$ cat src/common/adc_capture_pkg.sv
package adc_capture_pkg;

	typedef logic [7:0] raw_word_t;
	typedef logic [2:0] slip_t;
	typedef logic [15:0] sample_t;
	typedef logic [11:0] wb_addr_t;
	typedef logic [31:0] wb_data_t;

	typedef struct packed {
		sample_t ch0;
		sample_t ch1;
	} sample_pair_t;

	// the two serial lanes of one adc channel
	typedef struct packed {
		raw_word_t lane_a;
		raw_word_t lane_b;
	} lane_pair_t;

	typedef struct packed {
		logic     cyc;
		logic     stb;
		logic     we;
		wb_addr_t adr;
		wb_data_t dat;
	} wb_req_t;

	typedef struct packed {
		logic     ack;
		wb_data_t dat;
	} wb_rsp_t;

	typedef enum logic {
		SEARCH,
		LOCKED
	} align_state_t;

	localparam raw_word_t FRAME_PATTERN = 8'hF0;
	localparam int LOCK_COUNT = 4;

	// register map, word addresses
	localparam wb_addr_t REG_CTRL = 12'd0;
	localparam wb_addr_t REG_STATUS = 12'd1;
	localparam int MEM_SEL_BIT = 11;

	// rotate one raw word right by the bit-slip amount
	function automatic raw_word_t rot_right(raw_word_t w, slip_t s);
		logic [15:0] dbl;
		dbl = {w, w} >> s;
		return dbl[7:0];
	endfunction

endpackage

$ cat src/capture/wb_ctrl.sv
module wb_ctrl #(
	parameter int DEPTH_LOG2 = 10
) (
	input  logic                          data_clk_div,
	input  logic                          rst,
	input  adc_capture_pkg::wb_req_t      wb_req,
	output adc_capture_pkg::wb_rsp_t      wb_rsp,
	input  adc_capture_pkg::slip_t        slip,
	input  logic                          frame_valid,
	input  logic                          capture_done,
	input  adc_capture_pkg::sample_pair_t mem_data,
	output logic                          capture_en,
	output logic                          align_en,
	output logic [DEPTH_LOG2-1:0]         mem_addr
);

	adc_capture_pkg::wb_data_t reg_rd;
	adc_capture_pkg::wb_data_t rd_dat;
	logic [1:0]                ctrl;
	logic                      req;
	logic                      accept;
	logic                      is_mem;
	logic                      ack;
	logic                      rd_mem;

	assign req = wb_req.cyc & wb_req.stb;
	// new request, not yet acknowledged
	assign accept = req & ~ack;
	assign is_mem = wb_req.adr[adc_capture_pkg::MEM_SEL_BIT];
	assign mem_addr = wb_req.adr[DEPTH_LOG2-1:0];

	assign capture_en = ctrl[0];
	assign align_en = ctrl[1];

	always_comb begin
		reg_rd = '0;
		if (wb_req.adr == adc_capture_pkg::REG_CTRL) begin
			reg_rd[1:0] = ctrl;
		end else if (wb_req.adr == adc_capture_pkg::REG_STATUS) begin
			reg_rd[2:0] = slip;
			reg_rd[4] = frame_valid;
			reg_rd[5] = capture_done;
		end
	end

	always_ff @(posedge data_clk_div) begin
		if (rst) begin
			ack <= 1'b0;
			rd_mem <= 1'b0;
			ctrl <= '0;
		end else begin
			ack <= accept;
			if (accept) begin
				rd_mem <= is_mem;
				// memory region writes are dropped
				if (wb_req.we && !is_mem && wb_req.adr == adc_capture_pkg::REG_CTRL) begin
					ctrl <= wb_req.dat[1:0];
				end
			end
		end
	end

	always_ff @(posedge data_clk_div) begin
		if (accept) begin
			rd_dat <= reg_rd;
		end
	end

	// memory word arrives one cycle after the address, same edge as ack
	always_comb begin
		wb_rsp.ack = ack;
		if (rd_mem) begin
			wb_rsp.dat = adc_capture_pkg::wb_data_t'(mem_data);
		end else begin
			wb_rsp.dat = rd_dat;
		end
	end

endmodule

$ cat config.mk
export PLATFORM = sky130hd
export DESIGN_NAME = wb_ctrl
export DESIGN_NICKNAME = d
export VERILOG_FILES = /design/src/common/adc_capture_pkg.sv /design/src/capture/wb_ctrl.sv
export SDC_FILE = /design/constraint.sdc
export NUM_CORES = 1
export LEC_CHECK = 0
export ABC_AREA = 0
export CAP_MARGIN = 20
export CORE_AREA = 2 2 50 52
export DETAILED_ROUTE_END_ITERATION = 8
export DIE_AREA = 0 0 52 54
export DONT_BUFFER_PORTS = 1
export PLACE_DENSITY_LB_ADDON = 0.1
export SLEW_MARGIN = 10
export SYNTH_ARGS = -nofsm -noshare
export SYNTH_HDL_FRONTEND = slang
export SYNTH_SLANG_ARGS = --single-unit
$ cat constraint.sdc
create_clock -name data_clk_div -period 1.5 [get_ports data_clk_div]
set_input_delay 0.225 -clock data_clk_div [delete_from_list [all_inputs] [get_ports data_clk_div]]
set_output_delay 0.225 -clock data_clk_div [all_outputs]
set_load 0.02 [all_outputs]
# Word level (Yosys, flattened, before mapping)
# Index checks and enable logic that the tools add are counted.
dict set report totals {
  regBits 9
  inputBits 86
  out_inout_bits 45
  wordCells 19
}
dict set report classes {
  eq_ne 1
  n_mux 3
  bitwise_logic 4
  n_reduce_logical 6
}
# cell n
set op_table {}
lappend op_table {{2-to-1 mux 32 bit} 1}
lappend op_table {{== test 12 x 1 -> 1 bit (second input constant)} 1}
lappend op_table {{logical NOT 12 bit} 1}
lappend op_table {{2-to-1 mux 2 bit} 2}
lappend op_table {{AND 1 bit} 2}
lappend op_table {{logical AND 1 bit} 2}
lappend op_table {{NOT 1 bit} 2}
lappend op_table {{AND reduction 2 bit} 1}
lappend op_table {{OR reduction 2 bit} 1}
lappend op_table {{logical NOT 1 bit} 1}

# Depth between registers and ports, before layout
dict set report logic_depth {
  depth_word 4
  mapped_depth 4
  ltp_nobuf 4
}

# Worst setup path before layout
# No wires, ideal clock.
dict set report synth_path {
  kind {register -> output}
  start {register rd_mem}
  end {output wb_rsp[4] in the netlist's numbering}
  arrival_time_ps 1040
  required_ps 1275
  slack_ps 235
  path_stages_with_launch 3
  path_buffers 1
  cell_sequence {dfxtp_1 clkbuf_1 mux2_2}
}
# element line
set synth_rtl {}
lappend synth_rtl {{from (decl)} wb_ctrl.sv:24} ;# logic rd_mem;
lappend synth_rtl {{from (signal assigned)} wb_ctrl.sv:54} ;# rd_mem <= is_mem;
lappend synth_rtl {{to (decl)} wb_ctrl.sv:7} ;# output adc_capture_pkg::wb_rsp_t wb_rsp,

==> summary.txt <==
Clocking
  • Post-CTS resize count: 0
  • Root buffer cell: clkbuf_4
  • Worst-Skew Late Latency: 0.25 ns
  • Number of post-CTS setup repair buffers: 0
  • Clock sink total: 9
  • Reg clk slew, reported paths: 0.06 ns
  • CTS Hold Buffers Added: 0
  • CTS HTree Levels: 1
  • CTS tree: built
  • Max Root-Sink Buffers: 2
  • Num CTS Buffers: 3

Timing
  • Setup Viol. Count Final: 0
  • Hold slack: 0.0381 ns
  • Setup WS post-layout: 0.0768 ns
  • Worst slew pin tran: 0.272 ns
  • Fin. Hold Viols: 0
  • Unrepaired setup endpoints after global routing: false
  • Minimum clock period: 1.42 ns
  • Final worst path period share: 0.949
  • Post-route clock skew: 0.00118 ns
  • F_max: 0.703 GHz
  • Max-slew headroom: 0.817
  • Max-slew violation count: 0
  • Setup TNS: 0 ns

Routing
  • Vias per cell: 5.06
  • Drt pass-1 iters: 2
  • 1st-iter DRT viols: 8
  • Highest metal used: met4
  • Final wirelength: 1.52 mm
  • Routed wl met3: 285 µm
  • DRT antenna net count: 0
  • DRC: 0
  • M1 wire length: 519 µm
  • WL/cell: 14.9 µm
  • Met2 WL: 699 µm
  • Via count: 516

Yosys
  • Post-synth top area share: 0.224
  • Register bit total from synthesis: 9
  • Number of flops mapped to enable cells by yosys: 5
  • Most common cell in the synthesized netlist: and2_1
  • Post-synthesis cell count: 81
  • Cell area after synthesis: 754 µm²
  • Syn Nets: 167
  • Async set or reset register ratio after synthesis: 0
  • Main flop type after synthesis: edfxtp_1
  • Syn avg cell area: 9.31 µm²
  • Yosys warning total: 0
  • Seq/Total Area, Yosys: 0.305
  • Most area-consuming cells after synthesis: and2_1, edfxtp_1, buf_4
  • Synth area leader: and2_1
  • Most common library cells after synthesis: and2_1, buf_4
  • Cell variety after synth: 17

Worst setup path
  • FF-to-FF path depth: 3
  • Reg-to-Reg Start: ack
  • WP data required: 1.27 ns
  • Worst setup SP type: flip-flop
  • WS Path Type: flip-flop to primary output
  • Worst reg2reg setup slack: 0.28 ns
  • CP endpoint kind: primary output
  • Worst EP arrival: 1.20 ns
  • CP max FO: 32
  • RR Endpoint: ctrl[0]

Flow run
  • Maxcap violations: 0

Floorplan
  • Die ar.: 2810 µm²
  • Die Ht: 54 µm
  • Initial Util: 0.325
  • Die X-Extent: 52 µm
  • Io pins: 131
  • Row cnt: 18
  • Core Region: 2320 µm²

Global routing
  • First-pass GRT wire length: 1.97 mm
  • Antenna violations before repair: 0
  • Largest net degree at the start of global routing: 33
  • Vias in the first global route: 430
  • Grt total ovfl: 0
  • Gr usage total: 0.102

Finish
  • Design area: 744 µm²
  • Nets@finish: 159
  • Layout cell share with drive strength beyond 1: 0.194
  • Core Util, Final: 0.321
  • Antenna cells: 0
  • Synth-to-Final Area Change: -1.33%

Placed design
  • Dpl ws: 0.260 ns
  • Hpwl dp: 1.32 mm
  • Placement Cell Area: 718 µm²
  • GP Congestion: 0.639
  • # port buffers: 0

Hold path
  • Hold path start: rst
  • Worst hold stages: 1
  • Hold Path Class: primary input to flip-flop
  • Hold Path End: rd_mem

Pwr
  • P per Cell Area: 744 nW/µm²
  • Leak: 0.278 nW
  • Worst VDD drop: 0.366 mV

Run status
  • Status: finished, final reports clean
==> worst max-delay path by stage <==
| stage | startpoint | endpoint | slack (ns) | cells after the start |
|---|---|---|---|---|
| floorplan | rd_mem | wb_rsp[4] | 0.24 | 2 |
| global placement | ack | ctrl[0] | 0.27 | 3 |
| detailed placement | wb_req[43] | ctrl[1] | 0.26 | 4 |
| CTS | rd_mem | wb_rsp[4] | 0.06 | 2 |
| global route | rd_mem | wb_rsp[5] | 0.004 | 2 |
| finish | rd_mem | wb_rsp[4] | 0.08 | 2 |
==> cells in the final DEF (no fill, tap or decap) <==
cell / Yosys / routed
nand3b_2: 1 / 1
nor4_4: 2 / 2
nor3_1: 1 / 1
clkbuf_1: 3 / 1
and2_1: 27 / 27
nand3_2: 1 / 1
nand2_1: 1 / 1
and3_1: 4 / 4
mux2_2: 5 / 5
edfxtp_1: 5 / 5
inv_1: 1 / 1
nor3_2: 1 / 1
clkbuf_4: 0 / 3
nor2_1: 5 / 5
mux2i_1: 5 / 5
nand2b_1: 4 / 4
dfxtp_1: 4 / 4
buf_12: 0 / 1
==> routing by layer <==
layer	global-route usage	up-vias
li1	-	236
met1	0.107	214
met2	0.169	64
met3	0.0528	2
met4	0.0526	0
met5	0	-
==> report_power, final <==
group / switching (mW) / internal [mW]
Combinational: 0.0659 / 0.0356
Clock: 0.0773 / 0.102
Sequential: 0.00485 / 0.268
==> sequential cells by signal (all words and copies together), names as in the netlist <==
| signal | count |
|---|---|
| rd_mem | 1 |
| ctrl | 2 |
| rd_dat | 5 |
| ack | 1 |
==> worst max-delay path, stage by stage, from the launching register on <==
cell and delay, ns:
dfxtp_1 0.37, buf_12 0.17, mux2_2 0.40
==> cell type report <==
cell class                 count  area, µm²
fill                         263       1580
multi-input combinational     57        427
sequential                     9        230
tap                           30       37.5
clock buffer                   4       26.3
timing repair buffer           1       20.0
inverter                       1       3.75
==> logic make-up (layout without fill, tap and decap cells) <==
logic type	after synthesis	after routing	share of synthesized area
flip-flops	9	9	0.305
buffers and inverters	15	6	0.129
multiplexers	10	10	0.141
AND/OR/NAND/NOR	47	47	0.425
==> per-stage QoR <==
stage / std cells / power (mW)
2_1_floorplan: 81 / 0.408
3_3_place_gp: 98 / 0.382
3_5_place_dp: 98 / 0.382
4_1_cts: 102 / 0.559
5_1_grt: 102 / 0.576
6_report: 102 / 0.554
No activity file was read; power rests on OpenSTA's default activity.
