`src/common/adc_capture_pkg.sv`:
```
package adc_capture_pkg;

	typedef logic [7:0] raw_word_t;
	typedef logic [2:0] slip_t;
	typedef logic [15:0] sample_t;
	typedef logic [11:0] wb_addr_t;
	typedef logic [31:0] wb_data_t;

	typedef struct packed {
		sample_t ch0;
		sample_t ch1;
	} sample_pair_t;

	// the two serial lanes of one adc channel
	typedef struct packed {
		raw_word_t lane_a;
		raw_word_t lane_b;
	} lane_pair_t;

	typedef struct packed {
		logic     cyc;
		logic     stb;
		logic     we;
		wb_addr_t adr;
		wb_data_t dat;
	} wb_req_t;

	typedef struct packed {
		logic     ack;
		wb_data_t dat;
	} wb_rsp_t;

	typedef enum logic {
		SEARCH,
		LOCKED
	} align_state_t;

	localparam raw_word_t FRAME_PATTERN = 8'hF0;
	localparam int LOCK_COUNT = 4;

	// register map, word addresses
	localparam wb_addr_t REG_CTRL = 12'd0;
	localparam wb_addr_t REG_STATUS = 12'd1;
	localparam int MEM_SEL_BIT = 11;

	// rotate one raw word right by the bit-slip amount
	function automatic raw_word_t rot_right(raw_word_t w, slip_t s);
		logic [15:0] dbl;
		dbl = {w, w} >> s;
		return dbl[7:0];
	endfunction

endpackage

```
`src/rtl/sample_lane.sv`:
```
module sample_lane (
	input  logic                        data_clk_div,
	input  logic                        rst,
	input  adc_capture_pkg::lane_pair_t raw,
	input  adc_capture_pkg::slip_t      slip,
	output adc_capture_pkg::sample_t    sample
);

	adc_capture_pkg::raw_word_t a_rot;
	adc_capture_pkg::raw_word_t b_rot;
	adc_capture_pkg::sample_t   merged;

	assign a_rot = adc_capture_pkg::rot_right(raw.lane_a, slip);
	assign b_rot = adc_capture_pkg::rot_right(raw.lane_b, slip);

	// lane a carries the odd bits, lane b the even bits
	always_comb begin
		for (int i = 0; i < 8; i++) begin
			merged[2*i+1] = a_rot[i];
			merged[2*i] = b_rot[i];
		end
	end

	always_ff @(posedge data_clk_div) begin
		if (rst) begin
			sample <= '0;
		end else begin
			sample <= merged;
		end
	end

endmodule

```
`config.mk`:
```
export PLATFORM = sky130hd
export DESIGN_NAME = sample_lane
export DESIGN_NICKNAME = d
export VERILOG_FILES = /design/src/common/adc_capture_pkg.sv /design/src/rtl/sample_lane.sv
export SDC_FILE = /design/constraint.sdc
export NUM_CORES = 1
export LEC_CHECK = 0
export ABC_AREA = 1
export BUFFER_PORTS_ARGS = -buffer_cell sky130_fd_sc_hd__buf_2
export CAP_MARGIN = 20
export CORE_MARGIN = 8
export CORE_UTILIZATION = 45
export DETAILED_ROUTE_END_ITERATION = 16
export GPL_TIMING_DRIVEN = 0
export PLACE_DENSITY = 0.84
export SKIP_LAST_GASP = 1
export SLEW_MARGIN = 10
export SYNTH_ARGS = -nofsm -noshare
export SYNTH_HDL_FRONTEND = slang
export SYNTH_SLANG_ARGS = --single-unit
```
`constraint.sdc`:
```
create_clock -name data_clk_div -period 1 [get_ports data_clk_div]
set_input_delay 0.1 -clock data_clk_div [delete_from_list [all_inputs] [get_ports data_clk_div]]
set_output_delay 0.1 -clock data_clk_div [all_outputs]
set_load 0.05 [all_outputs]
```
# After elaboration in Yosys (flattened, before gate mapping)

Index checks and enable logic that the tools add are counted.
Widths: inputs -> output; s select.

Flip-flop bits (word level): 16
Bits in latches: 0
Memory bits (writable): 0
Logic and storage cells: 3
Memory bits (read-only): 0
Bits of input ports: 21
Memories kept: 0
Output and inout bits: 16

Multiplexer cells: 0
Reductions and logical operators: 0
Multipliers: 0
Magnitude comparators: 0
Divide/modulo/power cells: 0
Equality and inequality tests: 0
Shift-type cells: 2
Bitwise gates (word level): 0
Add/subtract/negate cells: 0

Operators with widths:

| kind         | number |
|---|---|
| $shr 16x3->8 | 2 |

# Depth between registers and ports, before layout

Gate-level depths: netlist of run 1.

Depth in word-level cells: 1
Gate-level depth with buffers: 9
Depth with buffers taken out: 7

# Worst setup path after synthesis of run 1

No wires, ideal clock.

Kind: input to register
Start: in slip[1]
End: reg sample[0]
Arrival time: 0.754 ns
Data required time: 0.885 ns
Stages on the path: 8
Setup time: 0.115 ns
Slack: 0.131 ns
Buffers on the path: 2
Cells stage by stage: buf_4 > inv_2 > buf_6 > nand3_1 > nand2_1 > nand2_1 > nand2_1 > nor2_1

Word-level cells in the longest chain between the ends: 1

Ends and longest elaborated chain:

| item                   | RTL line              | source |
|---|---|---|
| start: declaration     | sample_lane.sv:5      | `input adc_capture_pkg::slip_t slip,` |
| $shr 16x3->8           | adc_capture_pkg.sv:49 | `dbl = {w, w} >> s;` |
| end signal: assignment | sample_lane.sv:28     | `sample <= merged;` |
| end: declaration       | sample_lane.sv:6      | `output adc_capture_pkg::sample_t sample` |

No other way between the ends.
A chain may end at the register's enable or synchronous reset.

# Worst setup path in the final report of run 1

Start: reg sample[7]
End: out sample[7]

No word-level cell between the ends.

==> qor.yml, run 1 <==
timing:
  hold_violations: 0
  fmax_ghz: 1.05
  fin_crit_ns: 0.953
  rsz0062_at_grt: "false"
  final-max-slew-violation-count: 0
  whs_ns: 0.174
  maxSlewHeadroom_pct: 67.1
  worst_pin_slew_ns: 0.494
  setup_violations: 0
  min_period_over_period_pct: 95.3
  fin_ws_ns: 0.0471
critical_path:
  critical_path_class: "flip-flop to output pin"
  critPathMaxStageDelay_ns: 0.32
  cp.arrival_ns: 0.85
  crit_family: "flip-flops"
  crit_path_end_kind: "output pin"
  start_kind: "flip-flop"
  cp_num_buf_inv: 1
  cp_max_fo: 1
  cp_slowest_cell: "dfxtp_1"
  cp.required_ns: 0.90
  crit_chain: "buf_2"
grt:
  groute.usage.overall_pct: 13.8
  grt_pass1_vias: 1109
  grt_start_max_net_pins: 11
  antenna_found_initial: 0
  grt_pass1_wl_mm: 4.78
  grt-ovfl-total: 0
floorplan:
  rows: 17
  io_pins: 37
  start_util_pct: 48.1
  core-area_um2: 2250
  die_w_um: 65.1
  dieArea_um2: 4230
  die_y_um: 65.1
logic_synthesis:
  yosys.area.top_type: "dfxtp_1"
  synth_warnings: 0
  synth.avg_cell_area_um2: 6.23
  yosysMostFrequentCell: "nand2_1"
  synth_cells: 174
  ys_seq_area_share_pct: 29.6
  synthTopCellsByArea: "dfxtp_1 (30%), nand2_1 (24%), nand3_1 (12%)"
  synth_cell_type_count: 17
  synthArstFlopShare_pct: 0
  syn_area_um2: 1080
  yosys_most_used_dff: "dfxtp_1"
  synth-seq-cells: 16
  synth_edf_count: 0
  synth_commonest_cells: "nand2_1 (70), nand3_1 (26), a21oi_1 (16), dfxtp_1 (16), nor2_1 (15)"
  netlist.area_leader.share_pct: 29.6
  synth_nets: 195
power_and_ir_drop:
  p_total_mw: 1.71
  p_clk_share_pct: 19.4
  power.switching_mw: 0.674
  combPwrFrac_pct: 39.4
  p_int_mw: 1.03
  sw_frac_of_total_pct: 39.4
  power_density_nw_per_um2: 1300
  leakage_nw: 0.727
  vdd_drop_max_mv: 0.773
  p_seq_share_pct: 41.2
route:
  wl_met3_um: 310
  drc: 0
  wl_met1_mm: 1.31
  postRouteAntennaNets: 0
  viasPerCell: 5.24
  firstDrtPassIters: 7
  wl_mm: 2.90
  routed.top_layer: "met4"
  drt_iter0_drc: 48
  wl_met2_mm: 1.26
  vias: 1253
  routedWlPerCell_um: 12.1
min_path:
  min_path_type: "primary input to flip-flop"
place:
  io_buffers: 34
  dp_hpwl_mm: 2.25
  dp_worst_setup_slack_ns: -0.0551
  dpl_cell_area_um2: 1290
  gp_congestion: 0.914
  place_inst: 236
clock_tree:
  clk_pin_slew_ns: 0.09
  cts_sinks: 16
  clock_tree.root_cell: "clkbuf_4"
  numCtsBuffers: 3
  cts_buffer_depth: 2
  cts_tree: "built"
  ctsHtreeMaxLevel: 1
  ctsHoldBuffers: 0
cells_and_area:
  top_register: "sample"
  design_area_um2: 1320
  fin_cells: 239
  finalNetCount: 234
  layout-drive-gt1-share_pct: 29.9
  antennaDiodeCount: 0
  largest_register_ffs: 16
  syn_to_final_growth_pct: 21.7
  biggestRegsByFlops: "sample x16"
run:
  maxCapViolations: 0
outcome:
  outcome: "finished, final reports clean"
[layer usage]
layer	GRT usage [%]	vias up
met1	17.4	557
met5	0	-
met3	4.12	2
li1	-	636
met4	5.45	0
met2	21.5	58
[final cells by class]
type                            instances  area, um2
Fill cell                             227        936
Multi-Input combinational cell        144        658
Sequential cell                        16        320
Timing Repair Buffer                   34        178
Buffer                                 10       82.6
Tap cell                               28       35.0
Clock buffer                            3       22.5
Inverter                                4       22.5
[worst paths after layout]
kind                             start                     to  slack [ns]  cells past startpoint
setup / recovery  sample[7]$_SDFF_PP0_              sample[7]        0.05                      1
hold / removal                 slip[2]  sample[13]$_SDFF_PP0_        0.17                      5
[stage by stage]
step	setup TNS (ns)	utilization [%]
floorplan	0	-
global placement	-0.285	57.2
detailed placement	-0.411	57.2
CTS	0	58.2
global route	0	58.5
finish	0	58.5
[placed cells by master, fill, tap and decap left out, drive strengths merged]
| master | synthesis | final |
|---|---|---|
| inv | 4 | 4 |
| dfxtp | 16 | 16 |
| nand2 | 80 | 80 |
| a21oi | 16 | 16 |
| buf | 9 | 40 |
| clkbuf | 1 | 7 |
| nand3 | 32 | 32 |
| nor2 | 16 | 16 |
[repair_timing]
| item | in CTS | in global routing |
|---|---|---|
| gates resized for setup | 0 | 3 |
| endpoints found under the setup margin | 0 | 3 |
| setup buffers | 0 | 0 |
| hold endpoints to repair | 0 | 0 |
[cell families after synthesis]
family / count (synthesis) / synth area share, %
buffers and inverters: 14 / 9.70
AOI/OAI and AO/OA: 16 / 7.39
DFF: 16 / 29.6
and+or+nand+nor: 128 / 53.3
[power by group through the flow]
stage | logic, mW | clock network, mW | registers, mW
floorplan | 0.303 | 0 | 0.925
finish | 0.673 | 0.331 | 0.704
CTS | 0.669 | 0.347 | 0.704
detailed placement | 0.667 | 0 | 0.719
global route | 0.734 | 0.377 | 0.711
global placement | 0.662 | 0 | 0.718
Power figures use the tool's default switching activity.
==> run 2: changes to the inputs <==
--- a/config.mk
+++ b/config.mk
@@ -13,6 +13,7 @@
 export DETAILED_ROUTE_END_ITERATION = 16
 export GPL_TIMING_DRIVEN = 0
 export PLACE_DENSITY = 0.84
+export SETUP_SLACK_MARGIN = 0.5
 export SKIP_LAST_GASP = 1
 export SLEW_MARGIN = 10
 export SYNTH_ARGS = -nofsm -noshare
==> run 2 against run 1 <==
The flow now stops in 5_1_grt. Synthesized cell count unchanged. Synthesized area is the same.
==> qor.yml, run 2 <==
logic_synthesis:
  yosys.area.top_type: "dfxtp_1"
  synth_cell_type_count: 17
  synth_commonest_cells: "nand2_1 (70), nand3_1 (26), a21oi_1 (16), dfxtp_1 (16), nor2_1 (15)"
  synth_nets: 195
  synth_edf_count: 0
  yosysMostFrequentCell: "nand2_1"
  ys_seq_area_share_pct: 29.6
  yosys_most_used_dff: "dfxtp_1"
  syn_area_um2: 1080
  synth.avg_cell_area_um2: 6.23
  synthArstFlopShare_pct: 0
  synth_warnings: 0
  synthTopCellsByArea: "dfxtp_1 (30%), nand2_1 (24%), nand3_1 (12%)"
  synth_cells: 174
  synth-seq-cells: 16
  netlist.area_leader.share_pct: 29.6
place:
  dp_hpwl_mm: 2.69
  dp_worst_setup_slack_ns: 0.00202
  gp_congestion: 0.933
  io_buffers: 34
  dpl_cell_area_um2: 1520
clock_tree:
  cts_sinks: 16
  cts_buffer_depth: 2
  clock_tree.root_cell: "clkbuf_4"
  numCtsBuffers: 3
  ctsHoldBuffers: 0
  ctsHtreeMaxLevel: 1
timing:
  grt-worst-endpoint: "sample[7]"
  endpoint_type: "top-level output"
floorplan:
  die_w_um: 65.1
  die_y_um: 65.1
  io_pins: 37
  rows: 17
  start_util_pct: 48.1
outcome:
  haltStage: "5_1_grt"
  outcome: "aborted with a tool error"
  first-error: "[ERROR DPL-0038] Utilization greater than 100%, impossible to legalize"
grt:
  grt_start_max_net_pins: 11
-- run 2: what timing repair did --
item                       CTS
setup endpoints to repair   31
buffers inserted             8
pin swaps                   24
cloned                       2
gates resized for setup    109
-- run 2: metrics by stage --
step           utilization (%)  cells
2_1_floorplan                -    174
3_3_place_gp              67.3    236
3_5_place_dp              67.3    236
4_1_cts                   93.1    249
-- run 2: cell families after synthesis --
group / after synthesis / share of synthesized area (%)
flip-flops: 16 / 29.6
AO/OA/AOI/OAI: 16 / 7.39
AND/OR/NAND/NOR: 128 / 53.3
buffers and inverters: 14 / 9.70
==> run 3: changes to the inputs <==
--- a/config.mk
+++ b/config.mk
@@ -9,11 +9,10 @@
 export BUFFER_PORTS_ARGS = -buffer_cell sky130_fd_sc_hd__buf_2
 export CAP_MARGIN = 20
 export CORE_MARGIN = 8
-export CORE_UTILIZATION = 45
+export CORE_UTILIZATION = 30
 export DETAILED_ROUTE_END_ITERATION = 16
 export GPL_TIMING_DRIVEN = 0
-export PLACE_DENSITY = 0.84
-export SETUP_SLACK_MARGIN = 0.5
+export PLACE_DENSITY_LB_ADDON = 0.15
 export SKIP_LAST_GASP = 1
 export SLEW_MARGIN = 10
 export SYNTH_ARGS = -nofsm -noshare
==> run 3 against run 2 <==
The run now ends clean.
==> qor.yml, run 3 (synthesis gave the netlist of run 1 again) <==
run:
  maxCapViolations: 0
timing:
  fin_tns_setup_ns: 0
  maxSlewHeadroom_pct: 65.5
  hold_violations: 0
  fin_crit_ns: 0.959
  worst_pin_slew_ns: 0.517
  fmax_ghz: 1.04
  min_period_over_period_pct: 95.9
  setup_violations: 0
  final-max-slew-violation-count: 0
  rsz0062_at_grt: "false"
clock_tree:
  cts_buffer_depth: 2
  clock_tree.root_cell: "clkbuf_4"
  cts_tree: "built"
  clk_pin_slew_ns: 0.12
  ctsHtreeMaxLevel: 1
  post-cts-setup-buffers: 0
  ctsHoldBuffers: 0
  cts_sinks: 16
  numCtsBuffers: 3
  post_cts_resized: 4
cells_and_area:
  largest_register_ffs: 16
  layout-drive-gt1-share_pct: 30.2
  top_register: "sample"
  antennaDiodeCount: 0
  finalNetCount: 234
  layout_commonest_cell: "nand2_1"
  biggestRegsByFlops: "sample x16"
  syn_to_final_growth_pct: 27.1
  layout_common_cells: "nand2_1 (70), nand3_1 (26), buf_2 (25), a21oi_1 (16), dfxtp_1 (16)"
  design_area_um2: 1380
route:
  drc: 0
  routedWlPerCell_um: 12.7
  vias: 1229
  wl_mm: 3.30
  postRouteAntennaNets: 0
  firstDrtPassIters: 4
  viasPerCell: 4.73
  drt_iter0_drc: 61
floorplan:
  io_pins: 37
  start_util_pct: 30.3
  die_y_um: 76.1
  dieArea_um2: 5790
  die_w_um: 76.1
  core-area_um2: 3580
  rows: 22
place:
  dpl_cell_area_um2: 1310
  gp_congestion: 0.915
  io_buffers: 34
  dp_hpwl_mm: 2.55
power_and_ir_drop:
  power_density_nw_per_um2: 1350
  leakage_nw: 0.736
  vdd_drop_max_mv: 0.443
critical_path:
  critical_path_class: "flip-flop to output pin"
  cp.required_ns: 0.90
  critPathMaxStageDelay_ns: 0.32
  crit_family: "flip-flops"
  cp.arrival_ns: 0.86
  cp_num_buf_inv: 1
  crit_path_end_kind: "output pin"
  cp_max_fo: 1
  crit_chain: "buf_2"
  start_kind: "flip-flop"
  cp_slowest_cell: "dfxtp_1"
min_path:
  min_path_type: "primary input to flip-flop"
grt:
  grt_pass1_wl_mm: 5.82
  grt-ovfl-total: 0
  grt_start_max_net_pins: 11
  groute.usage.overall_pct: 11.9
  grt_pass1_vias: 1335
  antenna_found_initial: 0
outcome:
  outcome: "finished, final reports clean"
==> run 3: routing by layer <==
layer,global-route usage [%],share of wire [%],vias up
li1,-,-,640
met1,12.9,44,549
met2,21.1,50,32
met3,2.95,4.6,8
met4,5.38,2.0,0
met5,0,0,-
==> run 3: worst paths after layout <==
kind,from,endpoint,cells after the start
hold / removal,rst,sample[0]$_SDFF_PP0_,4
setup / recovery,sample[7]$_SDFF_PP0_,sample[7],1
==> run 3: final cells by class <==
type	count	area, um2
Fill cell	432	2200
Multi-Input combinational cell	144	658
Sequential cell	16	320
Timing Repair Buffer	34	198
Buffer	10	82.6
Tap cell	48	60.1
Clock buffer	4	36.3
Inverter	4	22.5
==> run 3: power by group <==
group | internal [mW] | switching (mW)
sequential | 0.694 | 0.0127
clock | 0.222 | 0.241
combinational | 0.216 | 0.478
==> run 3: through the flow <==
stage / hold slack [ns] / power [mW] / setup slack (ns) / instances / util [%]
6_report: 0.146 / 1.86 / 0.0408 / 260 / 38.5
5_1_grt: 0.174 / 1.98 / 0.000250 / 260 / 38.5
4_1_cts: 0.144 / 1.88 / 0.000448 / 260 / 38.0
3_5_place_dp: 0.453 / 1.40 / -0.0587 / 256 / 36.7
3_3_place_gp: 0.471 / 1.40 / -0.0555 / 256 / 36.7
2_1_floorplan: 0.311 / 1.23 / 0.131 / 174 / -
