**src/common/adc_capture_pkg.sv**
```systemverilog
package adc_capture_pkg;

	typedef logic [7:0] raw_word_t;
	typedef logic [2:0] slip_t;
	typedef logic [15:0] sample_t;
	typedef logic [11:0] wb_addr_t;
	typedef logic [31:0] wb_data_t;

	typedef struct packed {
		sample_t ch0;
		sample_t ch1;
	} sample_pair_t;

	// the two serial lanes of one adc channel
	typedef struct packed {
		raw_word_t lane_a;
		raw_word_t lane_b;
	} lane_pair_t;

	typedef struct packed {
		logic     cyc;
		logic     stb;
		logic     we;
		wb_addr_t adr;
		wb_data_t dat;
	} wb_req_t;

	typedef struct packed {
		logic     ack;
		wb_data_t dat;
	} wb_rsp_t;

	typedef enum logic {
		SEARCH,
		LOCKED
	} align_state_t;

	localparam raw_word_t FRAME_PATTERN = 8'hF0;
	localparam int LOCK_COUNT = 4;

	// register map, word addresses
	localparam wb_addr_t REG_CTRL = 12'd0;
	localparam wb_addr_t REG_STATUS = 12'd1;
	localparam int MEM_SEL_BIT = 11;

	// rotate one raw word right by the bit-slip amount
	function automatic raw_word_t rot_right(raw_word_t w, slip_t s);
		logic [15:0] dbl;
		dbl = {w, w} >> s;
		return dbl[7:0];
	endfunction

endpackage

```
**src/frame_align/frame_aligner.sv**
```systemverilog
module frame_aligner (
	input  logic                       data_clk_div,
	input  logic                       rst,
	input  logic                       align_en,
	input  adc_capture_pkg::raw_word_t frame_raw,
	output adc_capture_pkg::slip_t     slip,
	output logic                       frame_valid
);

	localparam int CNT_W = $clog2(adc_capture_pkg::LOCK_COUNT);

	adc_capture_pkg::align_state_t state;
	adc_capture_pkg::raw_word_t    frame_rot;
	logic [CNT_W-1:0]              match_cnt;
	logic                          match;

	assign frame_rot = adc_capture_pkg::rot_right(frame_raw, slip);
	assign match = (frame_rot == adc_capture_pkg::FRAME_PATTERN);

	always_ff @(posedge data_clk_div) begin
		if (rst) begin
			state <= adc_capture_pkg::SEARCH;
			slip <= '0;
			match_cnt <= '0;
		end else if (!align_en) begin
			// idle, keep the last slip
			state <= adc_capture_pkg::SEARCH;
			match_cnt <= '0;
		end else begin
			case (state)
				adc_capture_pkg::SEARCH: begin
					if (match) begin
						if (match_cnt == CNT_W'(adc_capture_pkg::LOCK_COUNT - 1)) begin
							state <= adc_capture_pkg::LOCKED;
						end else begin
							match_cnt <= match_cnt + 1'b1;
						end
					end else begin
						// try the next bit position, wraps at 8
						slip <= slip + 3'd1;
						match_cnt <= '0;
					end
				end
				adc_capture_pkg::LOCKED: begin
					if (!match) begin
						state <= adc_capture_pkg::SEARCH;
						match_cnt <= '0;
					end
				end
				default: begin
					state <= adc_capture_pkg::SEARCH;
					match_cnt <= '0;
				end
			endcase
		end
	end

	assign frame_valid = (state == adc_capture_pkg::LOCKED);

endmodule

```
**config.mk**
```make
export PLATFORM = sky130hd
export DESIGN_NAME = frame_aligner
export DESIGN_NICKNAME = d
export VERILOG_FILES = /design/src/common/adc_capture_pkg.sv /design/src/frame_align/frame_aligner.sv
export SDC_FILE = /design/constraint.sdc
export NUM_CORES = 1
export LEC_CHECK = 0
export ABC_CLOCK_PERIOD_IN_PS = 5050
export BUFFER_PORTS_ARGS = -buffer_cell sky130_fd_sc_hd__buf_2
export CELL_PAD_IN_SITES_DETAIL_PLACEMENT = 1
export CELL_PAD_IN_SITES_GLOBAL_PLACEMENT = 1
export CORE_AREA = 2 2 39 41
export CTS_CLUSTER_SIZE = 30
export DETAILED_ROUTE_END_ITERATION = 16
export DIE_AREA = 0 0 41 43
export PLACE_DENSITY = 0.85
export SLEW_MARGIN = 20
export SYNTH_ARGS = -nofsm -noshare
export SYNTH_HDL_FRONTEND = slang
export SYNTH_SLANG_ARGS = --single-unit
```
**constraint.sdc**
```tcl
create_clock -name data_clk_div -period 5.05 [get_ports data_clk_div]
set_input_delay 0.2525 -clock data_clk_div [delete_from_list [all_inputs] [get_ports data_clk_div]]
set_output_delay 0.2525 -clock data_clk_div [all_outputs]
set_load 0.05 [all_outputs]
```
Word-level counts from Yosys, hierarchy flattened
Index checks and enable logic that the tools add are counted.
{"block": "totals", "elab_cells": 24, "latchBits": 0, "reg_bits": 6, "memories": 0, "ramBits": 0, "romBits": 0}
{"block": "classes", "muxes": 8, "reduce_logical": 3, "order_cmp": 0, "mul": 0, "div": 0, "add_sub_neg": 2, "shift": 1, "n_eq_ne": 4, "bitwise_logic": 3}
{"operator": "$shr 16x3->8", "count": 1}
{"operator": "$eq 8x8->1 const B", "count": 1}
{"operator": "$mux 2", "count": 3}
{"operator": "$pmux 2 s2", "count": 1}
{"operator": "$add 3x1->3 const B", "count": 1}
{"operator": "$mux 1", "count": 3}
{"operator": "$ne 3x3->1 const B", "count": 1}
{"operator": "$not 1->1", "count": 3}
{"operator": "$reduce_and 3->1", "count": 1}
{"operator": "$add 2x1->2 const B", "count": 1}
{"operator": "$eq 2x2->1 const B", "count": 1}
{"operator": "$ne 2x2->1 const B", "count": 1}
{"operator": "$pmux 1 s2", "count": 1}
{"operator": "$reduce_and 2->1", "count": 1}
{"operator": "$reduce_or 2->1", "count": 1}

Longest topological paths before layout
Gate-level depths: netlist of run 1.
{"block": "logic_depth", "word_depth": 4, "mapped_depth": 5, "ltp_nobuf": 5}

Least setup slack after synthesis of run 1
No wires, ideal clock.
{"block": "synth_path", "path_type": "register to register", "startpoint": "reg slip[1]", "endpoint": "reg slip[0]", "path_slack_ns": 2.792, "setup_time_ns": 0.121, "n_path_buf": 0, "arrival_ns": 2.137, "stages_incl_launch_ff": 5, "path_cell_list": "dfxtp_1 > mux4_2 > a2111oi_4 > nor4b_2 > mux2_4"}
{"block": "synth_between", "elab_chain_cells": 4}
{"element": "from (decl)", "line": "frame_aligner.sv:6", "source": "output adc_capture_pkg::slip_t slip,"}
{"element": "from (signal assigned)", "line": "frame_aligner.sv:40", "source": "slip <= slip + 3'd1;"}
{"element": "$shr 16x3->8", "line": "adc_capture_pkg.sv:49", "source": "dbl = {w, w} >> s;"}
{"element": "$eq 8x8->1", "line": "frame_aligner.sv:18", "source": "assign match = (frame_rot == adc_capture_pkg::FRAME_PATTERN);"}
{"element": "$not 1->1 (no source line)"}
{"element": "$reduce_and 3->1 (no source line)"}
Every way passes these cells.
A chain may end at the register's enable or synchronous reset.

Worst setup path after layout of run 1
Ends and elaborated chain as after synthesis.

==> results.json, run 1 <==
{
  "fin_tns_setup_ns": 0,
  "ir_drop_v": 0.000118,
  "row_count": 14,
  "clock_tree.buffer_depth": 2,
  "die_w_um": 41,
  "track_usage_pct": 13.6,
  "max-slew-margin-rel_pct": 75.1,
  "ys_warn_count": 0,
  "hold_viol_final": 0,
  "netlist_area_um2": 458,
  "netlist.area_leader.share_pct": 26.2,
  "synth_nets": 57,
  "htree_levels": 1,
  "clock-sinks": 6,
  "power.density_nw_per_um2": 219,
  "rsz0062_at_grt": "no",
  "min_path_cells": 2,
  "finalCriticalPeriod_ns": 2.03,
  "drt_wl_total_mm": 1.04,
  "hold_start": "rst",
  "critPathKind": "flip-flop to flip-flop",
  "clock.fmax_ghz": 0.492,
  "post_cts_buffers": 0,
  "fin_nets": 76,
  "ys_seq_elements": 6,
  "yosysUniqueCellTypes": 24,
  "cts_root_buffer": "clkbuf_4",
  "drt_iter0_drc": 3,
  "final-max-slew-violation-count": 0,
  "synth_most_common_cell": "dfxtp_1",
  "grt_antenna_before_repair": 0,
  "cts.hold.buffers_added": 0,
  "r2r_slack_ns": 3.02,
  "cts_resized": 0,
  "clkTransAtPathRegs_ns": 0.04,
  "synth.largest_area_cell": "dfxtp_1",
  "first_global_vias": 405,
  "routedWlPerCell_um": 13.5,
  "finalPower_uw": 125,
  "cts-buffers-inserted": 3,
  "setup_violations": 0,
  "n_antenna_cell": 0,
  "fp.dieH_um": 43,
  "maxCapViolations": 0,
  "antenna_left": 0,
  "critPathMaxFanout": 9,
  "vias": 405,
  "synthSimpleGateAreaFrac_pct": 36.3,
  "clkLatencyLatePin_ns": 0.24,
  "r2r_start": "slip[1]",
  "ys_seq_area_share_pct": 26.2,
  "synth_ff_type": "dfxtp_1",
  "yosys-top-cells-count": "dfxtp_1 (6), nand2b_1 (5), nor2_1 (5), nand2_1 (4)",
  "cts_tree": "yes",
  "start_util_pct": 33.1,
  "fin_skew_ns": 0.000801,
  "viasPerCell": 5.26,
  "gp_congestion": 0.673,
  "synth_top_family_by_area": "simple AND/OR/NAND/NOR gates",
  "grt_pass1_wl_mm": 1.62,
  "synthXorXnorAreaFrac_pct": 1.91,
  "top_level_ports": 15,
  "worstMarginPinSlew_ns": 0.373,
  "hpwl_um": 870,
  "cp.arrival_ns": 2.16,
  "drive_above_1_share_pct": 41.0,
  "synth_compound_area_share_pct": 14.8,
  "overflow": 0,
  "hold_class": "input pin to flip-flop",
  "ys_async_sr_fraction_pct": 0,
  "numPortBuffers": 14,
  "crit_path_start": "slip[1]",
  "outcome": "finished clean",
  "firstDrtPassIters": 4,
  "synth_mux_area_share_pct": 15.3,
  "leakage_nw": 0.224,
  "layout-area-overhead-vs-synth_pct": 24.6,
  "r2r-end": "slip[0]",
  "synth_edf_count": 0,
  "rr_worst_depth": 4,
  "avgSynthCellArea_um2": 10.4,
  "synthTopCellsByArea": "dfxtp_1 (26%), mux4_2 (9.8%), nand2b_1 (6.8%)",
  "dieArea_um2": 1760,
  "synthesis.instances": 44,
  "critPathRequiredTime_ns": 5.18,
  "start_kind": "flip-flop",
  "hold_path_end": "slip[2]",
  "core_area_um2": 1380,
  "critPathCaptureType": "flip-flop",
  "post-route-drc-count": 0,
  "post-route-period-util_pct": 40.3,
  "yosys.area_share.adder_pct": 5.46,
  "grt_max_degree": 10
}
-- report_power, final --
part	leakage [nW]	internal [mW]	switching, mW
combinational	0.162	0.0133	0.0150
clock	0.0138	0.0269	0.0172
sequential	0.0487	0.0492	0.00338
total	0.224	0.0894	0.0357
-- logic make-up after synthesis --
group	count (synthesis)
and+or+nand+nor	24
AOI/OAI and AO/OA	7
DFF	6
muxes	4
adders and majority gates	2
xor gates and xnor gates	1
-- state kept, by name (all words and copies together) (netlist names) --
register and count:
slip 3, frame_valid 1, match_cnt 2
-- cell usage in the layout, fill, tap and decap left out --
| cell | netlist | routed |
|---|---|---|
| a21oi_1 | 2 | 2 |
| nand2_1 | 4 | 4 |
| o21ai_0 | 1 | 1 |
| nor2_1 | 5 | 5 |
| nand3b_1 | 1 | 1 |
| mux2_4 | 1 | 1 |
| or4b_1 | 1 | 1 |
| clkbuf_4 | 0 | 3 |
| nor4b_2 | 1 | 1 |
| mux4_2 | 2 | 2 |
| o21ai_1 | 1 | 1 |
| buf_2 | 0 | 14 |
| nand2b_4 | 1 | 1 |
| dfxtp_1 | 6 | 6 |
| nor2b_1 | 2 | 2 |
| a2111oi_4 | 1 | 1 |
| mux2i_1 | 1 | 1 |
| nor4bb_1 | 1 | 1 |
| a211oi_2 | 1 | 1 |
| or4_1 | 1 | 1 |
| or4bb_1 | 1 | 1 |
| o31ai_1 | 1 | 1 |
| or4b_4 | 1 | 1 |
| nand2b_1 | 5 | 5 |
| ha_1 | 2 | 2 |
| xnor2_1 | 1 | 1 |
-- critical path: stages, from the launching register on --
cell       delay (ns)
dfxtp_1          0.52
mux4_2           0.58
a2111oi_4        0.39
nor4b_2          0.12
mux2_4           0.31
-- worst max-delay path by stage --
stage,cells after the start,to,slack [ns]
floorplan,4,slip[0],2.79
global placement,6,slip[0],3.06
detailed placement,4,slip[0],3.01
CTS,4,slip[0],3.00
global route,4,slip[0],2.93
finish,4,slip[0],3.02
-- per-layer routing --
metal,GRT usage [%],share of wire [%],vias up
li1,-,-,202
met1,15.3,43,186
met2,21.9,49,15
met3,1.57,6.0,2
met4,10.0,1.4,0
met5,0,0,-
-- cell type report --
class / count / area, µm²
flip-flops and latches: 6 / 120
repair buffers: 14 / 70.1
multi-input cells: 38 / 338
clock buffers: 3 / 22.5
well taps: 16 / 20.0
fillers: 181 / 813
-- stage by stage --
stage	cells	util [%]	hold WS, ns	cell area, µm²	worst slack (ns)
finish	77	41.2	0.241	571	3.02
floorplan	44	-	0.322	458	2.79
CTS	77	41.2	0.238	571	3.00
detailed placement	74	39.6	0.488	548	3.01
global placement	74	39.6	0.470	548	3.06
global route	77	41.2	0.264	571	2.93
Note: power is estimated with default switching activity, not from simulation.
==> inputs of run 2 (changes only) <==
--- a/config.mk
+++ b/config.mk
@@ -5,15 +5,15 @@
 export SDC_FILE = /design/constraint.sdc
 export NUM_CORES = 1
 export LEC_CHECK = 0
-export ABC_CLOCK_PERIOD_IN_PS = 5050
+export ABC_CLOCK_PERIOD_IN_PS = 1820
 export BUFFER_PORTS_ARGS = -buffer_cell sky130_fd_sc_hd__buf_2
 export CELL_PAD_IN_SITES_DETAIL_PLACEMENT = 1
 export CELL_PAD_IN_SITES_GLOBAL_PLACEMENT = 1
-export CORE_AREA = 2 2 39 41
+export CORE_ASPECT_RATIO = 1.1
+export CORE_UTILIZATION = 31
 export CTS_CLUSTER_SIZE = 30
 export DETAILED_ROUTE_END_ITERATION = 16
-export DIE_AREA = 0 0 41 43
-export PLACE_DENSITY = 0.85
+export PLACE_DENSITY = 0.81
 export SLEW_MARGIN = 20
 export SYNTH_ARGS = -nofsm -noshare
 export SYNTH_HDL_FRONTEND = slang
==> constraint.sdc (replaced) <==
create_clock -name data_clk_div -period 1.82 [get_ports data_clk_div]
set_input_delay 0.091 -clock data_clk_div [delete_from_list [all_inputs] [get_ports data_clk_div]]
set_output_delay 0.091 -clock data_clk_div [all_outputs]
set_load 0.05 [all_outputs]
==> run 2 against run 1 <==
Wire length up 4.9%. Clock-buffer cell count up 1. Setup slack worse by 3.0 ns. Core utilization up 4.6 points. Sequential share of layout area down 1.1 points. Fmax up 14%. Die area down 7.3%. Via count up 7.9%. Clock power rose to 3.0 times the previous value. Final area up 9.9%. First-iteration DRC count up 67%. Critical endpoint unchanged.
==> results.json, run 2 (synthesis results as in run 1) <==
{
  "worstPathCellList": "or4b_4 > a2111oi_4 > nor4b_4 > mux2_4",
  "gp_congestion": 0.718,
  "routedWlPerCell_um": 13.3,
  "top_level_ports": 15,
  "layout.cells.non_filler": 82,
  "ir_drop_v": 0.000310,
  "crit_path_start": "slip[1]",
  "critPathMaxFanout": 6,
  "final_common_cell": "buf_2",
  "htree_levels": 1,
  "n_antenna_cell": 0,
  "rr_worst_depth": 4,
  "dp_cells": 77,
  "grt_pass1_wl_mm": 1.75,
  "cts-buffers-inserted": 3,
  "cts_tree": "yes",
  "p_switching_uw": 105,
  "overflow": 0,
  "fp.dieH_um": 42.3,
  "setup_violations": 0,
  "fin_nets": 80,
  "slowest_delay_ns": 0.50,
  "grt_max_degree": 10,
  "final_util_pct": 45.9,
  "cts_root_buffer": "clkbuf_4",
  "cp_slowest_cell": "or4b_4",
  "hold_class": "input pin to flip-flop",
  "multi_input_area_um2": 358,
  "power.clock.fraction_pct": 36.5,
  "mostFrequentLayoutCells": "buf_2 (14), nor2_1 (5), nand2b_1 (5), nand2_1 (4), dfxtp_1 (4)",
  "critPathRequiredTime_ns": 1.95,
  "first_global_vias": 437,
  "cp.arrival_ns": 1.91,
  "maxCapViolations": 0,
  "drive_above_1_share_pct": 48.5,
  "dieArea_um2": 1640,
  "rsz0062_at_grt": "yes",
  "largest_reg_flops": 3,
  "die_w_um": 38.6,
  "outcome": "finished clean",
  "clock_tree.buffer_depth": 2,
  "layout-area-overhead-vs-synth_pct": 36.9,
  "fin_skew_ns": 0.00288,
  "post-route-period-util_pct": 97.8,
  "vias": 437,
  "clkTransAtPathRegs_ns": 0.05,
  "row_count": 14,
  "clkLatencyLatePin_ns": 0.24,
  "regArea_um2": 125,
  "start_kind": "flip-flop",
  "drt_wl_total_mm": 1.09,
  "antenna_left": 0,
  "firstDrtPassIters": 3,
  "critPathKind": "flip-flop to flip-flop",
  "r2r_slack_ns": 0.04,
  "nFillCells": 166,
  "clock.fmax_ghz": 0.562,
  "hold_viol_final": 0,
  "start_util_pct": 33.5,
  "drt_iter0_drc": 5,
  "clock-sinks": 6,
  "critPathCaptureType": "flip-flop",
  "numPortBuffers": 14,
  "post-route-drc-count": 0,
  "finalCriticalPeriod_ns": 1.78,
  "final-max-slew-violation-count": 0,
  "p_int_uw": 261,
  "power.density_nw_per_um2": 585,
  "r2r-end": "slip[0]",
  "fin_tns_setup_ns": 0,
  "regMostFlops": "slip",
  "combPwrFrac_pct": 24.0,
  "p_sw_share_pct": 28.7,
  "cts.hold.buffers_added": 0,
  "worstMarginPinSlew_ns": 0.357,
  "grt_antenna_before_repair": 0,
  "r2r_start": "slip[1]",
  "core_area_um2": 1370,
  "crit_end": "slip[0]",
  "sequentialPowerShare_pct": 39.5,
  "viasPerCell": 5.33,
  "leakage_nw": 0.255,
  "hpwl_um": 869,
  "max-slew-margin-rel_pct": 76.2,
  "track_usage_pct": 15.3
}
[run 2: cell count changes in the layout (fill, tap and decap cells not counted)]
cell / before / now
clkbuf_1: 0 / 1
buf_4: 0 / 3
nor4b_4: 0 / 1
a211oi_4: 0 / 1
clkbuf_2: 0 / 1
nor4b_2: 1 / 0
or4bb_1: 1 / 0
dfxtp_1: 6 / 4
or4bb_4: 0 / 1
a211oi_2: 1 / 0
dfxtp_4: 0 / 1
dfxtp_2: 0 / 1
[run 2: critical path, delay by kind of cell, from the launching register on]
| family | cells | cell delay [ns] |
|---|---|---|
| mux | 1 | 0.31 |
| compound gates | 1 | 0.39 |
| flops | 1 | 0.36 |
| simple gates | 2 | 0.60 |
[run 2: through the flow]
stage | area (µm²) | power [mW] | worst slack, ns | hold WS (ns)
2_1_floorplan | 463 | 0.200 | -0.0902 | 0.160
3_5_place_dp | 576 | 0.230 | 0.0141 | 0.336
6_report | 627 | 0.366 | 0.0408 | 0.0816
4_1_cts | 602 | 0.369 | 0.00717 | 0.0746
5_1_grt | 627 | 0.394 | -0.0198 | 0.0806
3_3_place_gp | 576 | 0.227 | 0.0581 | 0.330
[run 2: power by group through the flow]
| stage | Clock [mW] | Combinational, mW | Sequential (mW) |
|---|---|---|---|
| global route | 0.153 | 0.0945 | 0.146 |
| finish | 0.134 | 0.0878 | 0.145 |
| detailed placement | 0 | 0.0810 | 0.149 |
| CTS | 0.142 | 0.0812 | 0.146 |
| global placement | 0 | 0.0793 | 0.148 |
| floorplan | 0 | 0.0371 | 0.163 |
[run 2: what timing repair did]
action,4_1_cts,5_1_grt
endpoints found under the setup margin,0,1
gates resized for setup,0,3
buffers inserted,0,1
[run 2: cell type report]
class	instances	area share (%)
Clock buffer	4	4.19
Tap cell	16	3.19
Multi-Input combinational cell	38	57.1
Sequential cell	6	20.0
Timing Repair Buffer	18	15.6
[run 2: how the worst min path moves through the flow]
stage          from       to  slack, ns  depth (start not counted)
2_1_floorplan   rst  slip[2]       0.16                          1
3_3_place_gp    rst  slip[2]       0.33                          2
3_5_place_dp    rst  slip[2]       0.34                          2
4_1_cts         rst  slip[2]       0.07                          2
5_1_grt         rst  slip[2]       0.08                          2
6_report        rst  slip[2]       0.08                          2
[run 2: per-layer routing]
layer | share of wire, % | vias up | routed length (µm) | track usage [%]
met3 | 5.3 | 2 | 58 | 3.19
met2 | 49 | 12 | 537 | 25.7
met4 | 0.64 | 0 | 7 | 8.28
li1 | - | 212 | - | -
met5 | 0 | - | 0 | 0
met1 | 44 | 211 | 484 | 17.2
==> inputs of run 3 (changes only) <==
--- a/config.mk
+++ b/config.mk
@@ -13,7 +13,7 @@
 export CORE_UTILIZATION = 31
 export CTS_CLUSTER_SIZE = 30
 export DETAILED_ROUTE_END_ITERATION = 16
-export PLACE_DENSITY = 0.81
+export PLACE_DENSITY = 0.7
 export SLEW_MARGIN = 20
 export SYNTH_ARGS = -nofsm -noshare
 export SYNTH_HDL_FRONTEND = slang
==> run 3 against run 2 <==
Final area increased by 0.60%. Non-clock buffer count unchanged. Worst hold slack got worse by 0.0054 ns. Fmax decreased by 0.97%. Register-to-register slack got worse by 0.02 ns. Cell count unchanged. Clock skew increased by 0.0037 ns. First-iteration DRC count increased by 40%. Sequential power about the same. Global-route usage increased by 0.56 points. Core utilization increased by 0.27 points. Sequential cell count unchanged. Critical path type unchanged. Critical endpoint unchanged. Largest cell class unchanged.
==> results.json, run 3 (synthesis results as in run 1) <==
{
  "outcome": "finished clean",
  "place_ws_ns": 0.00526,
  "cp_slowest_cell": "or4b_4",
  "cts_root_buffer": "clkbuf_4",
  "finalCriticalPeriod_ns": 1.80,
  "grt_use_met3_pct": 1.60,
  "grt_pass1_wl_mm": 1.81,
  "top_level_ports": 15,
  "critPathCaptureType": "flip-flop",
  "mostFrequentLayoutCells": "buf_2 (14), nor2_1 (5), nand2b_1 (5), nand2_1 (4), dfxtp_1 (4)",
  "clock_tree.buffer_depth": 2,
  "cts_tree": "yes",
  "routedWlPerCell_um": 14.1,
  "start_util_pct": 33.5,
  "hpwl_um": 908,
  "n_antenna_cell": 0,
  "r2r_start": "slip[1]",
  "clkTransAtPathRegs_ns": 0.05,
  "dieArea_um2": 1640,
  "hold_viol_final": 0,
  "hold_class": "input pin to flip-flop",
  "row_count": 14,
  "cts-buffers-inserted": 3,
  "final_common_cell": "buf_2",
  "hold_start": "rst",
  "grt_antenna_before_repair": 0,
  "clock.fmax_ghz": 0.557,
  "clock-sinks": 6,
  "regMostFlops": "slip",
  "crit_path_start": "slip[1]",
  "grt-busiest-layer": "met2",
  "rsz0062_at_grt": "yes",
  "layout_setup_ws_ns": 0.0234,
  "worst_path_dominant_cell_family": "simple AND/OR/NAND/NOR gates",
  "start_kind": "flip-flop",
  "drive_above_1_share_pct": 50.0,
  "die_w_um": 38.6,
  "viasPerCell": 5.30,
  "drt_iter0_drc": 7,
  "grt_use_met2_pct": 26.3,
  "grt_max_degree": 10,
  "leakage_nw": 0.256,
  "overflow": 0,
  "firstDrtPassIters": 4,
  "htree_levels": 1,
  "slowest_delay_ns": 0.49,
  "min_path_cells": 2,
  "worstMarginPinSlew_ns": 0.375,
  "critPathKind": "flip-flop to flip-flop",
  "post-route-drc-count": 0,
  "power.density_nw_per_um2": 585,
  "ir_drop_v": 0.000336,
  "worstPathCellList": "or4b_4 > a2111oi_4 > nor4b_4 > mux2_4",
  "fin_tns_setup_ns": 0,
  "whs_ns": 0.0763,
  "clkLatencyLatePin_ns": 0.25,
  "fin_skew_ns": 0.00660,
  "critPathRequiredTime_ns": 1.96,
  "final_util_pct": 46.2,
  "fp.dieH_um": 42.3,
  "layout-area-overhead-vs-synth_pct": 37.7,
  "core_area_um2": 1370,
  "drt_wl_total_mm": 1.16,
  "maxCapViolations": 0,
  "setup_violations": 0,
  "grt_use_met1_pct": 18.3,
  "fin_nets": 80,
  "antenna_left": 0,
  "final-max-slew-violation-count": 0,
  "cp.arrival_ns": 1.93,
  "nFillCells": 171,
  "rr_worst_depth": 4,
  "gp_congestion": 0.648,
  "first_global_vias": 446,
  "critPathMaxFanout": 6,
  "critPathBufInv": 0,
  "cts.hold.buffers_added": 0,
  "finalPower_uw": 369,
  "numPortBuffers": 14,
  "track_usage_pct": 15.9,
  "max-slew-margin-rel_pct": 75.0,
  "largest_reg_flops": 3,
  "vias": 435,
  "cp_num_cells": 4,
  "post-route-period-util_pct": 98.7
}
-- run 3: cell types whose count changed in the layout (fill, tap and decap cells not counted) --
cell	delta
o21ai_1	-1
o21ai_2	+1
-- run 3: final timing paths --
| check | slack [ns] | endpoint |
|---|---|---|
| worst max-delay path | 0.02 | slip[0] |
| worst min-delay path | 0.08 | slip[2] |
| worst min register to register | 0.49 | match_cnt[1] |
| worst max register to register | 0.02 | slip[0] |
-- run 3: metal layers --
layer	up-vias	routed length [µm]
met5	-	0
met4	0	0
met3	0	43
met2	11	599
met1	214	515
li1	210	-
-- run 3: layout make-up --
| cell class | count | area [µm²] | share of cell area [%] |
|---|---|---|---|
| Sequential cell | 6 | 125 | 19.8 |
| Tap cell | 16 | 20.0 | 3.17 |
| Clock buffer | 4 | 26.3 | 4.17 |
| Multi-Input combinational cell | 38 | 362 | 57.3 |
| Timing Repair Buffer | 18 | 97.6 | 15.5 |
-- run 3: per-stage QoR --
step                cells  area, µm²
global placement       77        576
floorplan              44        463
finish                 82        631
global route           82        631
detailed placement     77        576
CTS                    81        602
-- run 3: power by group --
group	internal, mW	leakage (nW)	switching, mW
Sequential	0.137	0.0497	0.00780
Clock	0.0833	0.0150	0.0519
Combinational	0.0415	0.191	0.0474
Total	0.262	0.256	0.107
-- run 3: worst reg2reg max path, stage by stage, from the launching register on --
cell       delay [ns]
dfxtp_4          0.36
or4b_4           0.50
a2111oi_4        0.41
nor4b_4          0.11
mux2_4           0.31
-- run 3: timing repair --
item / CTS / global route
endpoints found under the setup margin: 1 / 6
buffers inserted: 0 / 1
gates resized for setup: 0 / 4
pin swaps: 0 / 4
